## config.mk

```make
export PLATFORM = sky130hd
export DESIGN_NAME = div_mult_unit
export DESIGN_NICKNAME = d
export VERILOG_FILES = /design/src/rtl/lc3b_types.sv /design/src/rtl/alu.sv /design/src/rtl/div_mult_unit.sv /design/src/rtl/muldiv_control.sv /design/src/rtl/muldiv_datapath.sv /design/src/rtl/step_counter.sv
export SDC_FILE = /design/constraint.sdc
export NUM_CORES = 1
export LEC_CHECK = 0
export ABC_AREA = 1
export BUFFER_PORTS_ARGS = -buffer_cell sky130_fd_sc_hd__buf_4
export CORE_AREA = 4 4 177 136
export CTS_BUF_LIST = sky130_fd_sc_hd__clkbuf_4
export DETAILED_ROUTE_END_ITERATION = 7
export DIE_AREA = 0 0 181 140
export GPL_TIMING_DRIVEN = 1
export PLACE_DENSITY_LB_ADDON = 0.3
export SLEW_MARGIN = 15
export SYNTH_ARGS = -nofsm -noshare
export SYNTH_HDL_FRONTEND = slang
export SYNTH_SLANG_ARGS = --single-unit
export TNS_END_PERCENT = 1
```

## constraint.sdc

```tcl
create_clock -name clk -period 2.26 [get_ports clk]
set_input_delay 0.226 -clock clk [delete_from_list [all_inputs] [get_ports clk]]
set_output_delay 0.226 -clock clk [all_outputs]
set_load 0.01 [all_outputs]
```

## src/rtl/lc3b_types.sv

```systemverilog
`default_nettype none

package lc3b_types;

	// execute-stage opcodes, shared by the alu and the iterative unit
	typedef enum logic [3:0]
	{
		alu_add,  // a + b
		alu_and,  // a & b
		alu_not,  // ~a
		alu_pass, // a
		alu_sll,  // logical left shift by b[3:0]
		alu_srl,  // logical right shift by b[3:0]
		alu_sra,  // arithmetic right shift by b[3:0]
		alu_mult, // unsigned multiply, low half kept
		alu_div   // unsigned divide, quotient only
	} lc3b_aluop;

	// multiply / divide sequencing
	typedef enum logic [1:0]
	{
		st_idle, // waiting for a mult or div opcode
		st_run,  // one iteration per cycle
		st_done  // result valid, stall released
	} muldiv_state;

endpackage : lc3b_types

`default_nettype wire

```

## src/rtl/alu.sv

```systemverilog
`default_nettype none

module alu
#(
	parameter int WIDTH = 16
)
(
	input  wire lc3b_types::lc3b_aluop aluop,
	input  wire logic [WIDTH-1:0]      a,
	input  wire logic [WIDTH-1:0]      b,
	output logic [WIDTH-1:0]           f
);

	logic [3:0] shamt;

	assign shamt = b[3:0]; // only the low nibble sets the shift distance

	always_comb
	begin
		case (aluop)
			lc3b_types::alu_add:
				f = a + b;
			lc3b_types::alu_and:
				f = a & b;
			lc3b_types::alu_not:
				f = ~a;
			lc3b_types::alu_pass:
				f = a;
			lc3b_types::alu_sll:
				f = a << shamt;
			lc3b_types::alu_srl:
				f = a >> shamt;
			lc3b_types::alu_sra:
				f = $signed(a) >>> shamt; // sign bit fills from the left
			default:
				f = a; // mult and div come from the iterative path
		endcase
	end

endmodule : alu

`default_nettype wire

```

## src/rtl/div_mult_unit.sv

```systemverilog
`default_nettype none

module div_mult_unit
#(
	parameter int WIDTH = 16 // 4 or more
)
(
	input  wire logic                  clk,
	input  wire logic                  rst,
	input  wire logic [WIDTH-1:0]      sr1,
	input  wire logic [WIDTH-1:0]      sr2,
	input  wire lc3b_types::lc3b_aluop aluop,
	output logic [WIDTH-1:0]           solution,
	output logic                       stall_X
);

	logic [WIDTH-1:0] alu_f;
	logic [WIDTH-1:0] product_quotient;
	logic             start;
	logic             step;
	logic             is_div;
	logic             muldiv_sel;
	logic             last;

	alu #(
		.WIDTH (WIDTH)
	) u_alu (
		.aluop (aluop),
		.a     (sr1),
		.b     (sr2),
		.f     (alu_f)
	);

	muldiv_control u_control (
		.clk        (clk),
		.rst        (rst),
		.aluop      (aluop),
		.last       (last),
		.start      (start),
		.step       (step),
		.is_div     (is_div),
		.muldiv_sel (muldiv_sel),
		.stall_X    (stall_X)
	);

	step_counter #(
		.WIDTH (WIDTH)
	) u_counter (
		.clk   (clk),
		.rst   (rst),
		.start (start),
		.step  (step),
		.last  (last)
	);

	muldiv_datapath #(
		.WIDTH (WIDTH)
	) u_datapath (
		.clk              (clk),
		.rst              (rst),
		.start            (start),
		.step             (step),
		.is_div           (is_div),
		.sr1              (sr1),
		.sr2              (sr2),
		.product_quotient (product_quotient)
	);

	// iterative result while running and in the release cycle, alu otherwise
	assign solution = muldiv_sel ? product_quotient : alu_f;

endmodule : div_mult_unit

`default_nettype wire

```

## src/rtl/muldiv_control.sv

```systemverilog
`default_nettype none

module muldiv_control
(
	input  wire logic                  clk,
	input  wire logic                  rst,
	input  wire lc3b_types::lc3b_aluop aluop,
	input  wire logic                  last,
	output logic                       start,
	output logic                       step,
	output logic                       is_div,
	output logic                       muldiv_sel,
	output logic                       stall_X
);

	lc3b_types::muldiv_state state_q;
	lc3b_types::muldiv_state state_d;
	logic                    is_md;

	assign is_md = (aluop == lc3b_types::alu_mult) || (aluop == lc3b_types::alu_div);

	// next state
	always_comb
	begin
		state_d = state_q;
		case (state_q)
			lc3b_types::st_idle:
			begin
				if (is_md)
				begin
					state_d = lc3b_types::st_run;
				end
			end
			lc3b_types::st_run:
			begin
				if (last)
				begin
					state_d = lc3b_types::st_done;
				end
			end
			lc3b_types::st_done:
			begin
				state_d = lc3b_types::st_idle; // pipeline advances on this edge
			end
			default:
			begin
				state_d = lc3b_types::st_idle;
			end
		endcase
	end

	always_ff @(posedge clk)
	begin
		if (rst)
		begin
			state_q <= lc3b_types::st_idle;
			is_div  <= 1'b0;
		end
		else
		begin
			state_q <= state_d;
			if (start)
			begin
				is_div <= (aluop == lc3b_types::alu_div); // held for the whole operation
			end
		end
	end

	assign start      = (state_q == lc3b_types::st_idle) && is_md;
	assign step       = (state_q == lc3b_types::st_run);
	assign muldiv_sel = (state_q == lc3b_types::st_run) || (state_q == lc3b_types::st_done);
	assign stall_X    = start || step; // WIDTH+1 cycles per operation

	// the stage must be free to advance once the result is shown
	a_no_stall_in_done: assert property (@(posedge clk) disable iff (rst)
		(state_q == lc3b_types::st_done) |-> !stall_X);

	// the counter may only finish while iterating
	a_last_in_run: assert property (@(posedge clk) disable iff (rst)
		last |-> (state_q == lc3b_types::st_run));

	// loading and iterating never overlap
	a_start_step_excl: assert property (@(posedge clk) disable iff (rst)
		!(start && step));

endmodule : muldiv_control

`default_nettype wire

```

## src/rtl/muldiv_datapath.sv

```systemverilog
`default_nettype none

module muldiv_datapath
#(
	parameter int WIDTH = 16
)
(
	input  wire logic             clk,
	input  wire logic             rst,
	input  wire logic             start,
	input  wire logic             step,
	input  wire logic             is_div,
	input  wire logic [WIDTH-1:0] sr1,
	input  wire logic [WIDTH-1:0] sr2,
	output logic [WIDTH-1:0]      product_quotient
);

	logic [WIDTH-1:0] op_q;    // multiplicand or divisor
	logic [WIDTH-1:0] shift_q; // multiplier, or dividend out / quotient in
	logic [WIDTH-1:0] acc_q;   // product or partial remainder

	logic [WIDTH-1:0] mul_sum;
	logic [WIDTH:0]   rem_shift;
	logic [WIDTH+1:0] rem_diff;
	logic             q_bit;

	// multiply: add the shifted multiplicand when the multiplier lsb is set
	assign mul_sum = shift_q[0] ? (acc_q + op_q) : acc_q;

	// divide: bring down the next dividend bit and trial-subtract
	assign rem_shift = {acc_q, shift_q[WIDTH-1]};
	assign rem_diff  = {1'b0, rem_shift} - {2'b00, op_q};
	assign q_bit     = ~rem_diff[WIDTH+1]; // no borrow means the divisor fits

	// operand and shift registers
	always_ff @(posedge clk)
	begin
		if (start)
		begin
			op_q    <= sr2;
			shift_q <= sr1;
		end
		else if (step)
		begin
			if (is_div)
			begin
				shift_q <= {shift_q[WIDTH-2:0], q_bit}; // quotient fills from the right
			end
			else
			begin
				op_q    <= op_q << 1;
				shift_q <= shift_q >> 1;
			end
		end
	end

	// accumulator / partial remainder
	always_ff @(posedge clk)
	begin
		if (rst)
		begin
			acc_q <= '0;
		end
		else if (start)
		begin
			acc_q <= '0;
		end
		else if (step)
		begin
			if (is_div)
			begin
				// restore by keeping the shifted value when the subtract borrows
				acc_q <= q_bit ? rem_diff[WIDTH-1:0] : rem_shift[WIDTH-1:0];
			end
			else
			begin
				acc_q <= mul_sum;
			end
		end
	end

	// a zero divisor never borrows, so the quotient comes out all ones
	assign product_quotient = is_div ? shift_q : acc_q;

endmodule : muldiv_datapath

`default_nettype wire

```

## src/rtl/step_counter.sv

```systemverilog
`default_nettype none

module step_counter
#(
	parameter int WIDTH = 16
)
(
	input  wire logic clk,
	input  wire logic rst,
	input  wire logic start,
	input  wire logic step,
	output logic      last
);

	localparam int CW = $clog2(WIDTH); // holds WIDTH-1

	logic [CW-1:0] count_q;

	always_ff @(posedge clk)
	begin
		if (rst)
		begin
			count_q <= '0;
		end
		else if (start)
		begin
			count_q <= CW'(WIDTH - 1); // one step per operand bit
		end
		else if (step && (count_q != '0))
		begin
			count_q <= count_q - 1'b1;
		end
	end

	assign last = step && (count_q == '0);

	// once exhausted, no further step may come before the next start
	a_no_overrun: assert property (@(posedge clk) disable iff (rst)
		last |=> !step);

endmodule : step_counter

`default_nettype wire

```

* After elaboration in Yosys (flattened, before gate mapping)
Index checks and enable logic that the tools add are counted.
** Storage, ports and cells
- Logic and storage cells :: 62
- Input bits :: 38
- Flip-flop bits (word level) :: 55
** Cells by class
- Shifts and indexed selects :: 3
- Bitwise gates (word level) :: 3
- Reduce and logical (&&, ||, !) cells :: 17
- Muxes and demuxes :: 17
- Equality and inequality tests :: 12
- Add/subtract/negate cells :: 4
** Operators with widths (number)
- $mux 16 :: 11
- $pmux 16 s6 :: 1
- $add 16x16->16 :: 2
- $sub 17x16->18 :: 1
- $and 16x16->16 :: 1
- $eq 4x3->1 const B :: 4
- $not 16->16 :: 1
- $shl 16x4->16 :: 1
- $shr 16x4->16 :: 1
- $sshr 16x4->16 :: 1
- $logic_not 4->1 :: 2
- $mux 4 :: 2
- $reduce_and 2->1 :: 3
- $reduce_bool 2->1 :: 3
- $eq 4x1->1 const B :: 1
- $eq 4x2->1 const B :: 1
- $eq 4x4->1 const B :: 1
- $mux 2 :: 2
- $ne 2x1->1 const B :: 2
- $pmux 2 s2 :: 1
- $reduce_bool 4->1 :: 1
- $sub 4x1->4 const B :: 1
- $logic_and 1x1->1 :: 3
- $logic_or 1x1->1 :: 3
- 6 further kinds :: 6

* Depth between registers and ports, before layout
- Word-level depth :: 5
- Mapped depth :: 15
- Depth with buffers taken out :: 15

* Hierarchy
A second synthesis with hierarchy kept.
** Unflattened totals
- Cell total of the unflattened synthesis :: 1413
- Area total of the unflattened synthesis :: 8029.0 um^2
** Modules (own cells, without submodules)
- muldiv_datapath :: cells each 674, area an instance 4395.5 um^2, seq. area each 1281.2 um^2, times used 1
- alu :: cells each 617, area an instance 2895.3 um^2, seq. area each 0.0 um^2, times used 1
- step_counter :: cells each 35, area an instance 256.5 um^2, seq. area each 80.1 um^2, times used 1
- div_mult_unit :: cells each 52, area an instance 244.0 um^2, seq. area each 0.0 um^2, times used 1
- muldiv_control :: cells each 35, area an instance 237.7 um^2, seq. area each 60.1 um^2, times used 1

* Worst setup path after synthesis
No wires, ideal clock.
- Path type :: reg2reg
- From :: reg u_control.is_div
- To :: reg u_datapath.op_q[0] (enable)
- Library setup time :: 0.411 ns
- Setup slack :: 0.020 ns
- Path buffers :: 2
- Clock period less this slack :: 2.240 ns
- Required time :: 1.849 ns
- Cell stages (with the launch flop) :: 4
- Arrival :: 1.828 ns
- Cells stage by stage :: dfxtp_1 -> clkbuf_8 -> clkbuf_1 -> o21ai_0
** Between the ends
- Longest elaborated chain between the ends :: 2
** RTL lines
- start: declaration :: RTL line muldiv_control.sv:11 : output logic is_div,
- start signal: assignment :: RTL line muldiv_control.sv:64 : is_div <= (aluop == lc3b_types::alu_div);
- $ne 2x1->1 (no source line)
- $reduce_and 2->1 (no source line)
- end signal: assignment :: RTL line muldiv_datapath.sv:40 : op_q <= sr2;
- end signal: assignment :: RTL line muldiv_datapath.sv:51 : op_q <= op_q << 1;
- end: declaration :: RTL line muldiv_datapath.sv:18 : logic [WIDTH-1:0] op_q;
No other way between the ends.
A chain may end at the register's enable or synchronous reset.

* Final worst setup path
- From :: in sr2[0]
- To :: out solution[8]
** Between the ends
- Longest elaborated chain between the ends :: 3
- Elaborated cells on any way between the ends :: 6
- Classes of those cells :: add/sub (1); shift (3); mux (2)
** RTL lines
- start: declaration :: RTL line div_mult_unit.sv:11 : input wire logic [WIDTH-1:0] sr2,
- $add 16x16->16 (tied with other cells) :: RTL line alu.sv:22 : f = a + b;
- $pmux 16 s6 * :: RTL line alu.sv:20 : case (aluop)
- $mux 16 * :: RTL line div_mult_unit.sv:70 : assign solution = muldiv_sel ? product_quotient : alu_f;
- end: declaration :: RTL line div_mult_unit.sv:13 : output logic [WIDTH-1:0] solution,
Every way passes the cells marked *; elsewhere a longest branch is shown, timed or not.

==> results.ini <==
[outcome]
status = completed

[setup_path]
worst_path_max_delay_cell = fa_2
cp_num_buf_inv = 4
crit_path_start_kind = primary input
max_stage_delay_ns = 0.39
cp_common_cell = nand2_2
r2r.worst_path.cells = 12
worstPathArrival_ns = 1.98
reg2reg_slack_ns = 0.06
worstPathCellList = buf_12 > ha_4 > fa_2 > nand2_2 > nand2_2 > nand2_2 > buf_6 > inv_2 > nand2_2 > nand2_4 > a21oi_4 > o21ai_2 > nand4_1 > nand2_1 > nand2_2 > buf_6
end_kind = output port
cp_max_fo = 4
reg2reg_from = u_datapath.op_q[6]
crit_family = simple AND/OR/NAND/NOR gates
reg2reg_to = u_datapath.acc_q[12]
cp.required_ns = 2.03
worstSetupPathType = primary input to output port

[sta]
hold_violations = 0
finalCriticalPeriod_ns = 2.21
fin_ws_ns = 0.0534
rsz0062_at_grt = true
finalCritPeriodShare_pct = 97.6
hold_ws_ns = 0.123
slew_headroom_pct = 65.8
setup_viol = 0
drv_slew = 0
skew_ns = 0.0267
worst_slew_pin_slew_ns = 0.508
max_freq_mhz = 453

[placement]
pre_cts_slack_ns = -0.189
io_buffers = 54
dp.final_hpwl_mm = 27.7
place_area_um2 = 9270
place_congestion = 0.993

[floorplan]
dieArea_um2 = 25300
core_region_area_um2 = 22500
die_w_um = 181
die_h_um = 140
rows = 48
initial_core_util_pct = 34.2
io-pin-count = 55

[pwr]
power.total_mw = 3.87
p_switching_mw = 1.74
peakVddDrop_mv = 0.259
p_sw_share_pct = 44.9
p_leak_nw = 4.87
power_density_nw_per_um2 = 396
seqPwrFrac_pct = 31.6
combPwrFrac_pct = 55.8
p_int_mw = 2.13
p_clk_share_pct = 12.6

[clocking]
clkSinkCount = 55
h-tree-depth = 2
clockRootBuffer = clkbuf_4
clk_latency_ns = 0.41
clkSlewWorstSetupHoldPaths_ns = 0.17
numCtsBuffers = 5
cts_tree = yes
clockBufferDepth = 2

[yosys]
avgSynthCellArea_um2 = 5.76
synth_edf_count = 32
syn_nets = 1428
yosys.area.top_type_share_pct = 22.2
synthArstFlopShare_pct = 0
yosysWarnings = 0
synthTopCellsByArea = nand2_1 22%, edfxtp_1 12%, ha_1 8.3%, inv_1 7.7%, o21ai_0 7.0%
yosys_most_used_dff = edfxtp_1
yosys.area.top_type = nand2_1
synth_cell_types = 50
ys_seq_elements = 55
synthCells = 1336
seq_area_frac_synth_pct = 18.5
syn_area_um2 = 7690

[routing]
wl_met3_mm = 3.92
wl_met2_mm = 12.6
routedWlPerCell_um = 18.8
num_vias = 9614
via_per_inst = 5.39
drt-pass1-iter-count = 6
top_layer = met4
ant_nets = 0
wl_mm = 33.5
wl_met1_mm = 16.6
route.detailed.drc = 0
dr.first_iter.drc_count = 1330

[grt]
grt.total_usage_pct = 25.0
grt_start_max_net_pins = 35
grt-ovfl-total = 0
grt_pass1_vias = 8454
antenna_found_initial = 1
grt_pass1_wl_mm = 49.9

[cells_and_area]
multi_input_area_um2 = 5720
area_delta_synth_final_pct = 26.9
regArea_um2 = 1420
nets = 1574
drive_gt1_share_pct = 19.9
fill_cells = 2447
final_area_um2 = 9760

[worst_hold_path]
whs_path_depth = 3
hold_path.startpoint = sr2[11]
hold_class = primary input to flip-flop
hold-path-endpoint = u_datapath.op_q[11]

[job]
cap_violations = 0

[synthesized netlist by cell type, drive strengths merged, types with 11 or more instances]
cell    instances
o21ai         118
dfxtp          23
inv           171
o211ai         14
edfxtp         32
nand4          22
buf            20
nor2          114
nand3b         11
a21oi          91
a31oi          14
nand3         103
ha             51
clkbuf         24
nand2         466
[power by group through the flow]
| stage | logic, mW | clock network [mW] | registers [mW] |
|---|---|---|---|
| detailed placement | 1.97 | 0 | 1.24 |
| global placement | 1.97 | 0 | 1.24 |
| finish | 2.16 | 0.486 | 1.22 |
| CTS | 1.99 | 0.502 | 1.22 |
| floorplan | 1.14 | 0 | 1.23 |
| global route | 2.36 | 0.541 | 1.23 |
[worst min-delay path, cell delays in order]
cell	delay [ns]
buf_4	0.10
nand2_1	0.05
o21ai_0	0.06
[sequential cells by signal, indices dropped and copies added (netlist names)]
name	count
u_datapath.acc_q	16
u_datapath.op_q	16
u_datapath.shift_q	16
u_counter.count_q	4
u_control.state_q	2
u_control.is_div	1
[worst max-delay path by stage]
stage	startpoint	end	slack, ns	depth (start not counted)
finish	sr2[0]	solution[8]	0.05	16
global route	sr2[0]	solution[14]	-0.07	16
CTS	u_datapath.op_q[0]	u_datapath.acc_q[10]	0.004	12
detailed placement	sr2[0]	solution[2]	-0.19	10
global placement	sr2[0]	solution[2]	-0.20	10
floorplan	u_control.is_div	u_datapath.op_q[0]	0.02	3
[layer usage]
metal | vias to the layer above | track usage (%)
met1 | 4424 | 40.2
met3 | 24 | 7.48
met5 | - | 0
met2 | 475 | 33.1
met4 | 0 | 3.00
li1 | 4691 | -
[layout by cell type, fill, tap and decap left out, types with 9 or more instances in the layout]
| master | instances |
|---|---|
| dfxtp_1 | 22 |
| a31oi_1 | 14 |
| a21oi_2 | 9 |
| ha_1 | 35 |
| a21oi_1 | 79 |
| nand2_2 | 21 |
| nand4_1 | 22 |
| nand3b_1 | 11 |
| nor2_2 | 10 |
| o21ai_1 | 20 |
| o211ai_1 | 14 |
| nand2_1 | 441 |
| buf_4 | 167 |
| edfxtp_1 | 32 |
| inv_1 | 154 |
| o21ai_0 | 94 |
| nand3_1 | 96 |
| inv_2 | 15 |
| nor2_1 | 103 |
| ha_4 | 10 |
| buf_12 | 11 |
[cells by family after synthesis]
| kind of cell | synth area share [%] |
|---|---|
| simple gates | 40.7 |
| compound gates | 18.8 |
| buf+inv | 11.3 |
| flops | 18.5 |
| fa+ha+maj | 9.07 |
| xor+xnor | 1.25 |
| mux | 0.390 |
[timing repair]
action	4_1_cts	5_1_grt
pin swaps	1	19
buffers inserted	0	7
setup endpoints to repair	11	32
resized for setup	12	83
hold buffers	1	0
hold endpoints to repair	3	0
[area by class of cell]
cell class                      instances  share of cell area (%)
Antenna cell                            1                  0.0256
Clock buffer                            5                   0.384
Clock inverter                          3                   0.231
Inverter                              172                    6.66
Multi-Input combinational cell       1065                    58.6
Sequential cell                        55                    14.6
Tap cell                              300                    3.84
Timing Repair Buffer                  183                    15.7
[metrics by stage]
stage	utilization [%]	setup TNS (ns)	std cells
2_1_floorplan	-	0	1336
3_3_place_gp	41.2	-0.838	1767
3_5_place_dp	41.2	-0.753	1767
4_1_cts	41.6	0	1776
5_1_grt	43.4	-0.351	1784
6_report	43.4	0	1784
(Power assumes the default switching activity.)
